--- config.mk ---
export PLATFORM = sky130hd
export DESIGN_NAME = instr_trace_top
export DESIGN_NICKNAME = d
export VERILOG_FILES = /design/src/common/mips_trace_pkg.sv /design/src/design/mnemonic/inst_ascii_decoder.sv /design/src/design/mnemonic/instr_classifier.sv /design/src/design/trace_cfg_regs.sv /design/src/design/trace_fifo.sv /design/src/design/instr_trace_top.sv
export SDC_FILE = /design/constraint.sdc
export NUM_CORES = 1
export LEC_CHECK = 0
export ABC_CLOCK_PERIOD_IN_PS = 33900
export BUFFER_PORTS_ARGS = -buffer_cell sky130_fd_sc_hd__buf_2
export CAP_MARGIN = 20
export CORE_AREA = 2 2 228 230
export CTS_BUF_LIST = sky130_fd_sc_hd__clkbuf_8
export DETAILED_ROUTE_END_ITERATION = 6
export DIE_AREA = 0 0 230 232
export PLACE_DENSITY = 0.73
export RECOVER_POWER = 100
export SYNTH_ARGS = -nofsm -noshare
export SYNTH_HDL_FRONTEND = slang
export SYNTH_SLANG_ARGS = --single-unit
--- constraint.sdc ---
create_clock -name clk -period 33.9 [get_ports clk]
set_input_delay 3.39 -clock clk [delete_from_list [all_inputs] [get_ports clk]]
set_output_delay 3.39 -clock clk [all_outputs]
set_load 0.01 [all_outputs]
--- src/common/mips_trace_pkg.sv ---
package mips_trace_pkg;

    ////////////////////////////////////////////////////////////////////////////
    // Primary opcodes
    ////////////////////////////////////////////////////////////////////////////
    localparam logic [5:0] OP_SPECIAL = 6'b000000;
    localparam logic [5:0] OP_REGIMM  = 6'b000001;
    localparam logic [5:0] OP_J       = 6'b000010;
    localparam logic [5:0] OP_JAL     = 6'b000011;
    localparam logic [5:0] OP_BEQ     = 6'b000100;
    localparam logic [5:0] OP_BNE     = 6'b000101;
    localparam logic [5:0] OP_BLEZ    = 6'b000110;
    localparam logic [5:0] OP_BGTZ    = 6'b000111;
    localparam logic [5:0] OP_ADDI    = 6'b001000;
    localparam logic [5:0] OP_ADDIU   = 6'b001001;
    localparam logic [5:0] OP_SLTI    = 6'b001010;
    localparam logic [5:0] OP_SLTIU   = 6'b001011;
    localparam logic [5:0] OP_ANDI    = 6'b001100;
    localparam logic [5:0] OP_ORI     = 6'b001101;
    localparam logic [5:0] OP_XORI    = 6'b001110;
    localparam logic [5:0] OP_LUI     = 6'b001111;
    localparam logic [5:0] OP_COP0    = 6'b010000;
    localparam logic [5:0] OP_LB      = 6'b100000;
    localparam logic [5:0] OP_LH      = 6'b100001;
    localparam logic [5:0] OP_LW      = 6'b100011;
    localparam logic [5:0] OP_LBU     = 6'b100100;
    localparam logic [5:0] OP_LHU     = 6'b100101;
    localparam logic [5:0] OP_SB      = 6'b101000;
    localparam logic [5:0] OP_SH      = 6'b101001;
    localparam logic [5:0] OP_SW      = 6'b101011;

    // SPECIAL funct field
    localparam logic [5:0] FN_SLL     = 6'b000000;
    localparam logic [5:0] FN_SRL     = 6'b000010;
    localparam logic [5:0] FN_SRA     = 6'b000011;
    localparam logic [5:0] FN_SLLV    = 6'b000100;
    localparam logic [5:0] FN_SRLV    = 6'b000110;
    localparam logic [5:0] FN_SRAV    = 6'b000111;
    localparam logic [5:0] FN_JR      = 6'b001000;
    localparam logic [5:0] FN_JALR    = 6'b001001;
    localparam logic [5:0] FN_SYSCALL = 6'b001100;
    localparam logic [5:0] FN_BREAK   = 6'b001101;
    localparam logic [5:0] FN_MFHI    = 6'b010000;
    localparam logic [5:0] FN_MTHI    = 6'b010001;
    localparam logic [5:0] FN_MFLO    = 6'b010010;
    localparam logic [5:0] FN_MTLO    = 6'b010011;
    localparam logic [5:0] FN_MULT    = 6'b011000;
    localparam logic [5:0] FN_MULTU   = 6'b011001;
    localparam logic [5:0] FN_DIV     = 6'b011010;
    localparam logic [5:0] FN_DIVU    = 6'b011011;
    localparam logic [5:0] FN_ADD     = 6'b100000;
    localparam logic [5:0] FN_ADDU    = 6'b100001;
    localparam logic [5:0] FN_SUB     = 6'b100010;
    localparam logic [5:0] FN_SUBU    = 6'b100011;
    localparam logic [5:0] FN_AND     = 6'b100100;
    localparam logic [5:0] FN_OR      = 6'b100101;
    localparam logic [5:0] FN_XOR     = 6'b100110;
    localparam logic [5:0] FN_NOR     = 6'b100111;
    localparam logic [5:0] FN_SLT     = 6'b101010;
    localparam logic [5:0] FN_SLTU    = 6'b101011;

    // REGIMM branches, selected by rt
    localparam logic [4:0] RT_BLTZ    = 5'b00000;
    localparam logic [4:0] RT_BGEZ    = 5'b00001;
    localparam logic [4:0] RT_BLTZAL  = 5'b10000;
    localparam logic [4:0] RT_BGEZAL  = 5'b10001;

    // COP0 moves by rs, ERET only as the full word
    localparam logic [4:0]  RS_MF     = 5'b00000;
    localparam logic [4:0]  RS_MT     = 5'b00100;
    localparam logic [31:0] ERET_WORD = 32'h4200_0018;

    ////////////////////////////////////////////////////////////////////////////
    // Trace entry sizes and class codes
    ////////////////////////////////////////////////////////////////////////////
    // Six ASCII characters, right-aligned, NUL padded on the left
    localparam int MNEM_W  = 48;
    localparam int CLS_W   = 3;
    localparam int PC_W    = 32;
    localparam int ENTRY_W = PC_W + MNEM_W + CLS_W;

    localparam logic [CLS_W-1:0] CLS_ALU   = 3'd0;
    localparam logic [CLS_W-1:0] CLS_SHIFT = 3'd1;
    localparam logic [CLS_W-1:0] CLS_HILO  = 3'd2;
    localparam logic [CLS_W-1:0] CLS_FLOW  = 3'd3;
    localparam logic [CLS_W-1:0] CLS_MEM   = 3'd4;
    localparam logic [CLS_W-1:0] CLS_SYS   = 3'd5;
    localparam logic [CLS_W-1:0] CLS_NOP   = 3'd6;
    localparam logic [CLS_W-1:0] CLS_BAD   = 3'd7;

    localparam int FIFO_DEPTH = 8;
    localparam int FIFO_AW    = 3;

    // Register map
    localparam logic [1:0] REG_CTRL     = 2'd0;
    localparam logic [1:0] REG_CAPTURED = 2'd1;
    localparam logic [1:0] REG_DROPPED  = 2'd2;
    localparam logic [1:0] REG_LEVEL    = 2'd3;

    // Same 32 bits seen as R, I or J format
    typedef union packed {
        struct packed {
            logic [5:0] op;
            logic [4:0] rs;
            logic [4:0] rt;
            logic [4:0] rd;
            logic [4:0] shamt;
            logic [5:0] funct;
        } r;
        struct packed {
            logic [5:0]  op;
            logic [4:0]  rs;
            logic [4:0]  rt;
            logic [15:0] imm;
        } i;
        struct packed {
            logic [5:0]  op;
            logic [25:0] target;
        } j;
    } instr_t;

endpackage

--- src/design/mnemonic/inst_ascii_decoder.sv ---
module inst_ascii_decoder
    import mips_trace_pkg::*;
(
    input  instr_t            instr,
    output logic [MNEM_W-1:0] mnem
);

    always_comb begin
        mnem = "N-R";
        if (instr == '0) begin
            // All-zero word would otherwise read as SLL
            mnem = "NOP";
        end else begin
            case (instr.j.op)
                OP_SPECIAL: begin
                    case (instr.r.funct)
                        // Logic
                        FN_AND:     mnem = "AND";
                        FN_OR:      mnem = "OR";
                        FN_XOR:     mnem = "XOR";
                        FN_NOR:     mnem = "NOR";
                        // Shifts
                        FN_SLL:     mnem = "SLL";
                        FN_SRL:     mnem = "SRL";
                        FN_SRA:     mnem = "SRA";
                        FN_SLLV:    mnem = "SLLV";
                        FN_SRLV:    mnem = "SRLV";
                        FN_SRAV:    mnem = "SRAV";
                        // HI/LO moves
                        FN_MFHI:    mnem = "MFHI";
                        FN_MTHI:    mnem = "MTHI";
                        FN_MFLO:    mnem = "MFLO";
                        FN_MTLO:    mnem = "MTLO";
                        // Arithmetic
                        FN_ADD:     mnem = "ADD";
                        FN_ADDU:    mnem = "ADDU";
                        FN_SUB:     mnem = "SUB";
                        FN_SUBU:    mnem = "SUBU";
                        FN_SLT:     mnem = "SLT";
                        FN_SLTU:    mnem = "SLTU";
                        FN_MULT:    mnem = "MULT";
                        FN_MULTU:   mnem = "MULTU";
                        FN_DIV:     mnem = "DIV";
                        FN_DIVU:    mnem = "DIVU";
                        // Register jumps
                        FN_JR:      mnem = "JR";
                        FN_JALR:    mnem = "JALR";
                        // Traps keep their short names
                        FN_SYSCALL: mnem = "SYSC";
                        FN_BREAK:   mnem = "BRE";
                        default:    mnem = "N-R";
                    endcase
                end
                OP_REGIMM: begin
                    case (instr.i.rt)
                        RT_BGEZ:   mnem = "BGEZ";
                        RT_BGEZAL: mnem = "BGEZAL";
                        RT_BLTZ:   mnem = "BLTZ";
                        RT_BLTZAL: mnem = "BLTZAL";
                        default:   mnem = "N-R";
                    endcase
                end
                OP_COP0: begin
                    if (instr == ERET_WORD) begin
                        mnem = "ERET";
                    end else if (instr.r.rs == RS_MT) begin
                        mnem = "MTOC0";
                    end else if (instr.r.rs == RS_MF) begin
                        mnem = "MFC0";
                    end else begin
                        mnem = "N-R";
                    end
                end
                // Immediate ALU group
                OP_ANDI:  mnem = "ANDI";
                OP_ORI:   mnem = "ORI";
                OP_XORI:  mnem = "XORI";
                OP_LUI:   mnem = "LUI";
                OP_ADDI:  mnem = "ADDI";
                OP_ADDIU: mnem = "ADDIU";
                OP_SLTI:  mnem = "SLTI";
                OP_SLTIU: mnem = "SLTIU";
                // Jumps and branches
                OP_J:     mnem = "J";
                OP_JAL:   mnem = "JAL";
                OP_BEQ:   mnem = "BEQ";
                OP_BNE:   mnem = "BNE";
                OP_BLEZ:  mnem = "BLEZ";
                OP_BGTZ:  mnem = "BGTZ";
                // Loads and stores
                OP_LB:    mnem = "LB";
                OP_LBU:   mnem = "LBU";
                OP_LH:    mnem = "LH";
                OP_LHU:   mnem = "LHU";
                OP_LW:    mnem = "LW";
                OP_SB:    mnem = "SB";
                OP_SH:    mnem = "SH";
                OP_SW:    mnem = "SW";
                default:  mnem = "N-R";
            endcase
        end
    end

endmodule

--- src/design/mnemonic/instr_classifier.sv ---
module instr_classifier
    import mips_trace_pkg::*;
(
    input  instr_t           instr,
    output logic [CLS_W-1:0] cls
);

    always_comb begin
        cls = CLS_BAD;
        if (instr == '0) begin
            cls = CLS_NOP;
        end else begin
            case (instr.j.op)
                OP_SPECIAL: begin
                    case (instr.r.funct)
                        FN_AND, FN_OR, FN_XOR, FN_NOR,
                        FN_ADD, FN_ADDU, FN_SUB, FN_SUBU,
                        FN_SLT, FN_SLTU:                      cls = CLS_ALU;
                        FN_SLL, FN_SRL, FN_SRA,
                        FN_SLLV, FN_SRLV, FN_SRAV:            cls = CLS_SHIFT;
                        FN_MFHI, FN_MTHI, FN_MFLO, FN_MTLO,
                        FN_MULT, FN_MULTU, FN_DIV, FN_DIVU:   cls = CLS_HILO;
                        FN_JR, FN_JALR:                       cls = CLS_FLOW;
                        FN_SYSCALL, FN_BREAK:                 cls = CLS_SYS;
                        default:                              cls = CLS_BAD;
                    endcase
                end
                OP_REGIMM: begin
                    case (instr.i.rt)
                        RT_BGEZ, RT_BGEZAL,
                        RT_BLTZ, RT_BLTZAL: cls = CLS_FLOW;
                        default:            cls = CLS_BAD;
                    endcase
                end
                OP_COP0: begin
                    if (instr == ERET_WORD || instr.r.rs == RS_MF || instr.r.rs == RS_MT) begin
                        cls = CLS_SYS;
                    end else begin
                        cls = CLS_BAD;
                    end
                end
                OP_ANDI, OP_ORI, OP_XORI, OP_LUI,
                OP_ADDI, OP_ADDIU, OP_SLTI, OP_SLTIU: cls = CLS_ALU;
                OP_J, OP_JAL, OP_BEQ, OP_BNE,
                OP_BLEZ, OP_BGTZ:                     cls = CLS_FLOW;
                OP_LB, OP_LBU, OP_LH, OP_LHU, OP_LW,
                OP_SB, OP_SH, OP_SW:                  cls = CLS_MEM;
                default:                              cls = CLS_BAD;
            endcase
        end
    end

endmodule

--- src/design/trace_cfg_regs.sv ---
module trace_cfg_regs
    import mips_trace_pkg::*;
(
    input  logic               clk,
    input  logic               rst,
    input  logic               cfg_we,
    input  logic [1:0]         cfg_addr,
    input  logic [31:0]        cfg_wdata,
    output logic [31:0]        cfg_rdata,
    input  logic               retire_valid,
    input  logic [CLS_W-1:0]   cls,
    input  logic               fifo_full,
    input  logic [FIFO_AW:0]   fifo_level,
    output logic               capture_push
);

    logic                    enable;
    logic [(1<<CLS_W)-1:0]   class_mask;
    logic [31:0]             captured_cnt;
    logic [31:0]             dropped_cnt;
    logic                    hit;
    logic                    drop;

    // Filter, then split on FIFO space
    assign hit          = retire_valid & enable & class_mask[cls];
    assign capture_push = hit & ~fifo_full;
    assign drop         = hit & fifo_full;

    always_ff @(posedge clk) begin
        if (rst) begin
            enable       <= 1'b0;
            class_mask   <= '0;
            captured_cnt <= '0;
            dropped_cnt  <= '0;
        end else begin
            if (cfg_we && cfg_addr == REG_CTRL) begin
                enable     <= cfg_wdata[0];
                class_mask <= cfg_wdata[15:8];
            end
            // Counters stick at all ones
            if (capture_push && captured_cnt != '1) begin
                captured_cnt <= captured_cnt + 32'd1;
            end
            if (drop && dropped_cnt != '1) begin
                dropped_cnt <= dropped_cnt + 32'd1;
            end
        end
    end

    always_comb begin
        case (cfg_addr)
            REG_CTRL:     cfg_rdata = {16'd0, class_mask, 7'd0, enable};
            REG_CAPTURED: cfg_rdata = captured_cnt;
            REG_DROPPED:  cfg_rdata = dropped_cnt;
            default:      cfg_rdata = 32'(fifo_level);
        endcase
    end

endmodule

--- src/design/trace_fifo.sv ---
module trace_fifo
    import mips_trace_pkg::*;
(
    input  logic               clk,
    input  logic               rst,
    input  logic               push,
    input  logic [ENTRY_W-1:0] push_data,
    input  logic               pop,
    output logic [ENTRY_W-1:0] head_data,
    output logic               empty,
    output logic               full,
    output logic [FIFO_AW:0]   level
);

    logic [ENTRY_W-1:0] mem [FIFO_DEPTH];
    logic [FIFO_AW-1:0] wr_ptr;
    logic [FIFO_AW-1:0] rd_ptr;
    logic               do_pop;

    // Push arrives already qualified by the config block
    assign do_pop    = pop & ~empty;
    assign empty     = (level == '0);
    assign full      = (level == (FIFO_AW+1)'(FIFO_DEPTH));
    assign head_data = mem[rd_ptr];

    always_ff @(posedge clk) begin
        if (push) begin
            mem[wr_ptr] <= push_data;
        end
    end

    always_ff @(posedge clk) begin
        if (rst) begin
            wr_ptr <= '0;
            rd_ptr <= '0;
            level  <= '0;
        end else begin
            if (push) begin
                wr_ptr <= wr_ptr + 1'b1;
            end
            if (do_pop) begin
                rd_ptr <= rd_ptr + 1'b1;
            end
            case ({push, do_pop})
                2'b10:   level <= level + 1'b1;
                2'b01:   level <= level - 1'b1;
                default: level <= level;
            endcase
        end
    end

endmodule

--- src/design/instr_trace_top.sv ---
module instr_trace_top
    import mips_trace_pkg::*;
(
    input  logic              clk,
    input  logic              rst,
    // Retire side
    input  logic              retire_valid,
    input  logic [PC_W-1:0]   retire_pc,
    input  logic [31:0]       retire_instr,
    // Host drain side
    input  logic              trace_pop,
    output logic              trace_empty,
    output logic [PC_W-1:0]   trace_pc,
    output logic [MNEM_W-1:0] trace_mnem,
    output logic [CLS_W-1:0]  trace_cls,
    // Configuration side
    input  logic              cfg_we,
    input  logic [1:0]        cfg_addr,
    input  logic [31:0]       cfg_wdata,
    output logic [31:0]       cfg_rdata
);

    logic [MNEM_W-1:0]  mnem;
    logic [CLS_W-1:0]   cls;
    logic               capture_push;
    logic               fifo_full;
    logic [FIFO_AW:0]   fifo_level;
    logic [ENTRY_W-1:0] push_entry;
    logic [ENTRY_W-1:0] head_entry;

    ////////////////////////////////////////////////////////////////////////////
    // Decode
    ////////////////////////////////////////////////////////////////////////////
    inst_ascii_decoder u_decoder (
        .instr (instr_t'(retire_instr)),
        .mnem  (mnem)
    );

    instr_classifier u_classifier (
        .instr (instr_t'(retire_instr)),
        .cls   (cls)
    );

    ////////////////////////////////////////////////////////////////////////////
    // Filter and buffer
    ////////////////////////////////////////////////////////////////////////////
    trace_cfg_regs u_cfg (
        .clk          (clk),
        .rst          (rst),
        .cfg_we       (cfg_we),
        .cfg_addr     (cfg_addr),
        .cfg_wdata    (cfg_wdata),
        .cfg_rdata    (cfg_rdata),
        .retire_valid (retire_valid),
        .cls          (cls),
        .fifo_full    (fifo_full),
        .fifo_level   (fifo_level),
        .capture_push (capture_push)
    );

    // Entry layout is pc, mnemonic, class from MSB down
    assign push_entry = {retire_pc, mnem, cls};

    trace_fifo u_fifo (
        .clk       (clk),
        .rst       (rst),
        .push      (capture_push),
        .push_data (push_entry),
        .pop       (trace_pop),
        .head_data (head_entry),
        .empty     (trace_empty),
        .full      (fifo_full),
        .level     (fifo_level)
    );

    assign trace_pc   = head_entry[ENTRY_W-1 -: PC_W];
    assign trace_mnem = head_entry[CLS_W +: MNEM_W];
    assign trace_cls  = head_entry[CLS_W-1:0];

endmodule

==> results.py <==
metrics = {
    "outcome": {
        "violations": "max-capacitance violations, max-slew violations",
        "outcome": "complete, but fails checks",
    },
    "finish": {
        "final_cell_mix": "edfxtp_1, clkbuf_1, mux4_2",
        "drive_above_1_share_pct": 19.6,
        "final_area_mm2": 0.0307,
        "layout.nets": 2127,
        "mostFrequentLayoutCell": "edfxtp_1",
        "regArea_mm2": 0.0181,
        "fill_cells": 3895,
        "multi_input_area_mm2": 0.00888,
        "layout-area-overhead-vs-synth_pct": 11.3,
        "fin_cells": 2774,
    },
    "synth": {
        "ys_seq_area_share_pct": 65.4,
        "synth_top_area_share_pct": 59.2,
        "synth.area.top_cells": "edfxtp_1, mux4_2, dfxtp_1, mux2_2, a21oi_1",
        "synth-seq-cells": 630,
        "synth_cell_types": 73,
        "syn-cell-area_mm2": 0.0276,
        "synth.avg_cell_area_um2": 15.2,
        "synthCells": 1816,
        "yosysTopAreaCell": "edfxtp_1",
        "synth_ff_type": "edfxtp_1",
        "yosys_warnings": 0,
        "synth-edff-count": 544,
        "synthArstFlopShare_pct": 0,
    },
    "global_route": {
        "grt_overflow": 0,
        "antenna_found_initial": 5,
        "grt_max_degree": 129,
        "grt_pass1_wl_mm": 97.6,
        "grt_pass1_vias": 16900,
        "grt_usage_pct": 23.9,
    },
    "clocking": {
        "cts.path.max_buffers": 3,
        "cts-root-buf": "clkbuf_8",
        "clkTransAtPathRegs_ps": 60,
        "cts_buffers": 100,
        "cts_resized": 0,
        "clock_latency_ps": 680,
        "postCtsSetupBuffers": 0,
        "cts_hold_buf": 0,
        "cts.sinks": 630,
        "cts_tree": "built",
        "htree_num_levels": 3,
    },
    "die": {
        "core_mm2": 0.0509,
        "rows": 83,
        "die_w_um": 230,
        "pin_count": 219,
        "floorplan.die_area_mm2": 0.0534,
        "die_h_um": 232,
        "initial_core_util_pct": 54.3,
    },
    "timing": {
        "max_freq_ghz": 0.0727,
        "fin_ws_ps": 20150,
        "rsz0062_at_grt": "false",
        "finalSetupTns_ps": 0,
        "hold_slack_ps": 494,
        "report.final.slew_viol_count": 852,
        "fin_crit_sh_pct": 40.6,
        "hold_viol": 0,
        "period_minus_slack_ps": 13750,
        "slew_headroom_pct": -194,
        "fin_skew_ps": 31.2,
        "worst_pin_slew_ps": 4410,
        "setup_viol": 0,
    },
    "power_and_ir_drop": {
        "peakVddDrop_uv": 28.1,
        "power_density_mw_per_mm2": 49.1,
        "p_leak_nw": 9.72,
    },
    "critical_path": {
        "r2r_cells": 7,
        "endpoint_kind": "flop",
        "timing.rr.end": "u_fifo.mem[6][15]$_DFFE_PP_",
        "critPathLaunchType": "input port",
        "crit_path_top_delay_cell": "clkbuf_1",
        "crit_path_frequent_cell": "clkbuf_1",
        "critical_path_required_ps": 34080,
        "arrival_ps": 13930,
        "critPathKind": "input port to flop",
        "cp_cell_sequence": "clkbuf_1, or2_0, nor2_1, and4_1, a2111oi_0, inv_1, a311oi_1, a22oi_2, clkbuf_1, or3_1, nor2_1, clkbuf_1",
        "slowest_delay_ps": 3040,
        "startpoint": "retire_instr[30]",
        "rr_startpoint": "u_cfg.class_mask[1]$_SDFFE_PP0P_",
        "critPathMaxFanout": 128,
        "r2r_slack_ps": 25560,
    },
    "worst_hold_path": {
        "hold_start": "u_cfg.captured_cnt[22]$_SDFFE_PP0P_",
        "hold_end": "u_cfg.captured_cnt[22]$_SDFFE_PP0P_",
        "hold_depth": 2,
        "hp-class": "flop to flop",
    },
    "routing": {
        "routed_wl_mm": 63.8,
        "drt-wirelength-per-cell_um": 23.0,
        "drt-initial-drc-count": 1468,
        "drt.antenna.violating_nets": 0,
        "via_per_inst": 6.19,
        "vias": 17200,
        "drc_errors": 0,
        "dr.pass1.iters": 6,
    },
    "place": {
        "placed_cells": 2586,
        "place_ws_ps": 25050,
        "place.gp.congestion": 0.906,
        "hpwl_mm": 38.3,
        "io_buffers": 181,
        "placed_cell_area_mm2": 0.0291,
    },
    "flow_run": {
        "drv_cap": 17,
    },
}
[synth_stat cells, types with 18 or more instances]
master and count:
buf_1 23, o31ai_1 36, clkbuf_1 83, mux2i_1 18
or4_1 38, nor2_1 81, nand2_1 85, a21oi_1 113
a22o_1 23, nor3_1 20, mux4_2 137, mux2_2 72
nand3_1 49, inv_1 25, dfxtp_1 86, o21ai_0 81
or3_1 32, nand2b_1 20, nand4_1 26, edfxtp_1 544
[power by group]
group          switching (W)  internal [W]  leakage, nW   total, W
Sequential        0.00000128      0.000842         5.74   0.000844
Combinational      0.0000390     0.0000171         2.86  0.0000561
Clock               0.000290      0.000320         1.12   0.000610
Total               0.000331       0.00118         9.72    0.00151
[final cells by class]
class	instances	share of cell area [%]
sequential	630	58.8
multi-input combinational	1042	28.9
clock buffer	109	4.88
timing repair buffer	210	2.96
tap	680	2.77
clock inverter	76	1.38
inverter	26	0.318
antenna	1	0.00814
[metrics by stage]
stage / total power [W] / util [%]
2_1_floorplan: 0.000895 / -
3_3_place_gp: 0.000914 / 57.2
3_5_place_dp: 0.000916 / 57.2
4_1_cts: 0.00153 / 60.9
5_1_grt: 0.00156 / 60.4
6_report: 0.00151 / 60.4
[state kept, by name, summed over array words and instances, names as in the netlist, named ones only]
register,flops
u_fifo.level,4
u_cfg.enable,1
u_fifo.rd_ptr,3
u_fifo.wr_ptr,3
u_cfg.class_mask,8
u_fifo.mem,544
u_cfg.captured_cnt,32
u_cfg.dropped_cnt,32
[kinds of logic after synthesis]
kind of cell / synth area share, %
compound gates: 7.47
xor+xnor: 0.222
fa+ha+maj: 0.634
buf+inv: 2.50
flops: 65.4
mux: 15.0
other cells: 0.0136
simple gates: 8.79
[worst max-delay path by stage]
stage / cells after the start / slack [ps] / endpoint
5_1_grt: 12 / 19160 / u_fifo.mem[6][15]$_DFFE_PP_
3_3_place_gp: 14 / 25150 / u_fifo.mem[6][14]$_DFFE_PP_
3_5_place_dp: 14 / 25050 / u_fifo.mem[6][14]$_DFFE_PP_
6_report: 12 / 20150 / u_fifo.mem[6][15]$_DFFE_PP_
2_1_floorplan: 14 / 20860 / u_fifo.mem[5][0]$_DFFE_PP_
4_1_cts: 14 / 25790 / u_fifo.mem[6][15]$_DFFE_PP_
[metal layers]
layer	vias up	global-route usage [%]	wire, µm
met2	671	37.4	30400
li1	7670	-	-
met3	106	4.52	4610
met5	-	0	46
met4	8	8.37	1520
met1	8703	33.9	27200
[critical path: cells and delay by family]
| kind | cells | cell delay, ps |
|---|---|---|
| simple gates | 5 | 3710 |
| compound gates | 3 | 1040 |
| buf+inv | 4 | 5710 |
No activity file was read; power rests on OpenSTA's default activity.
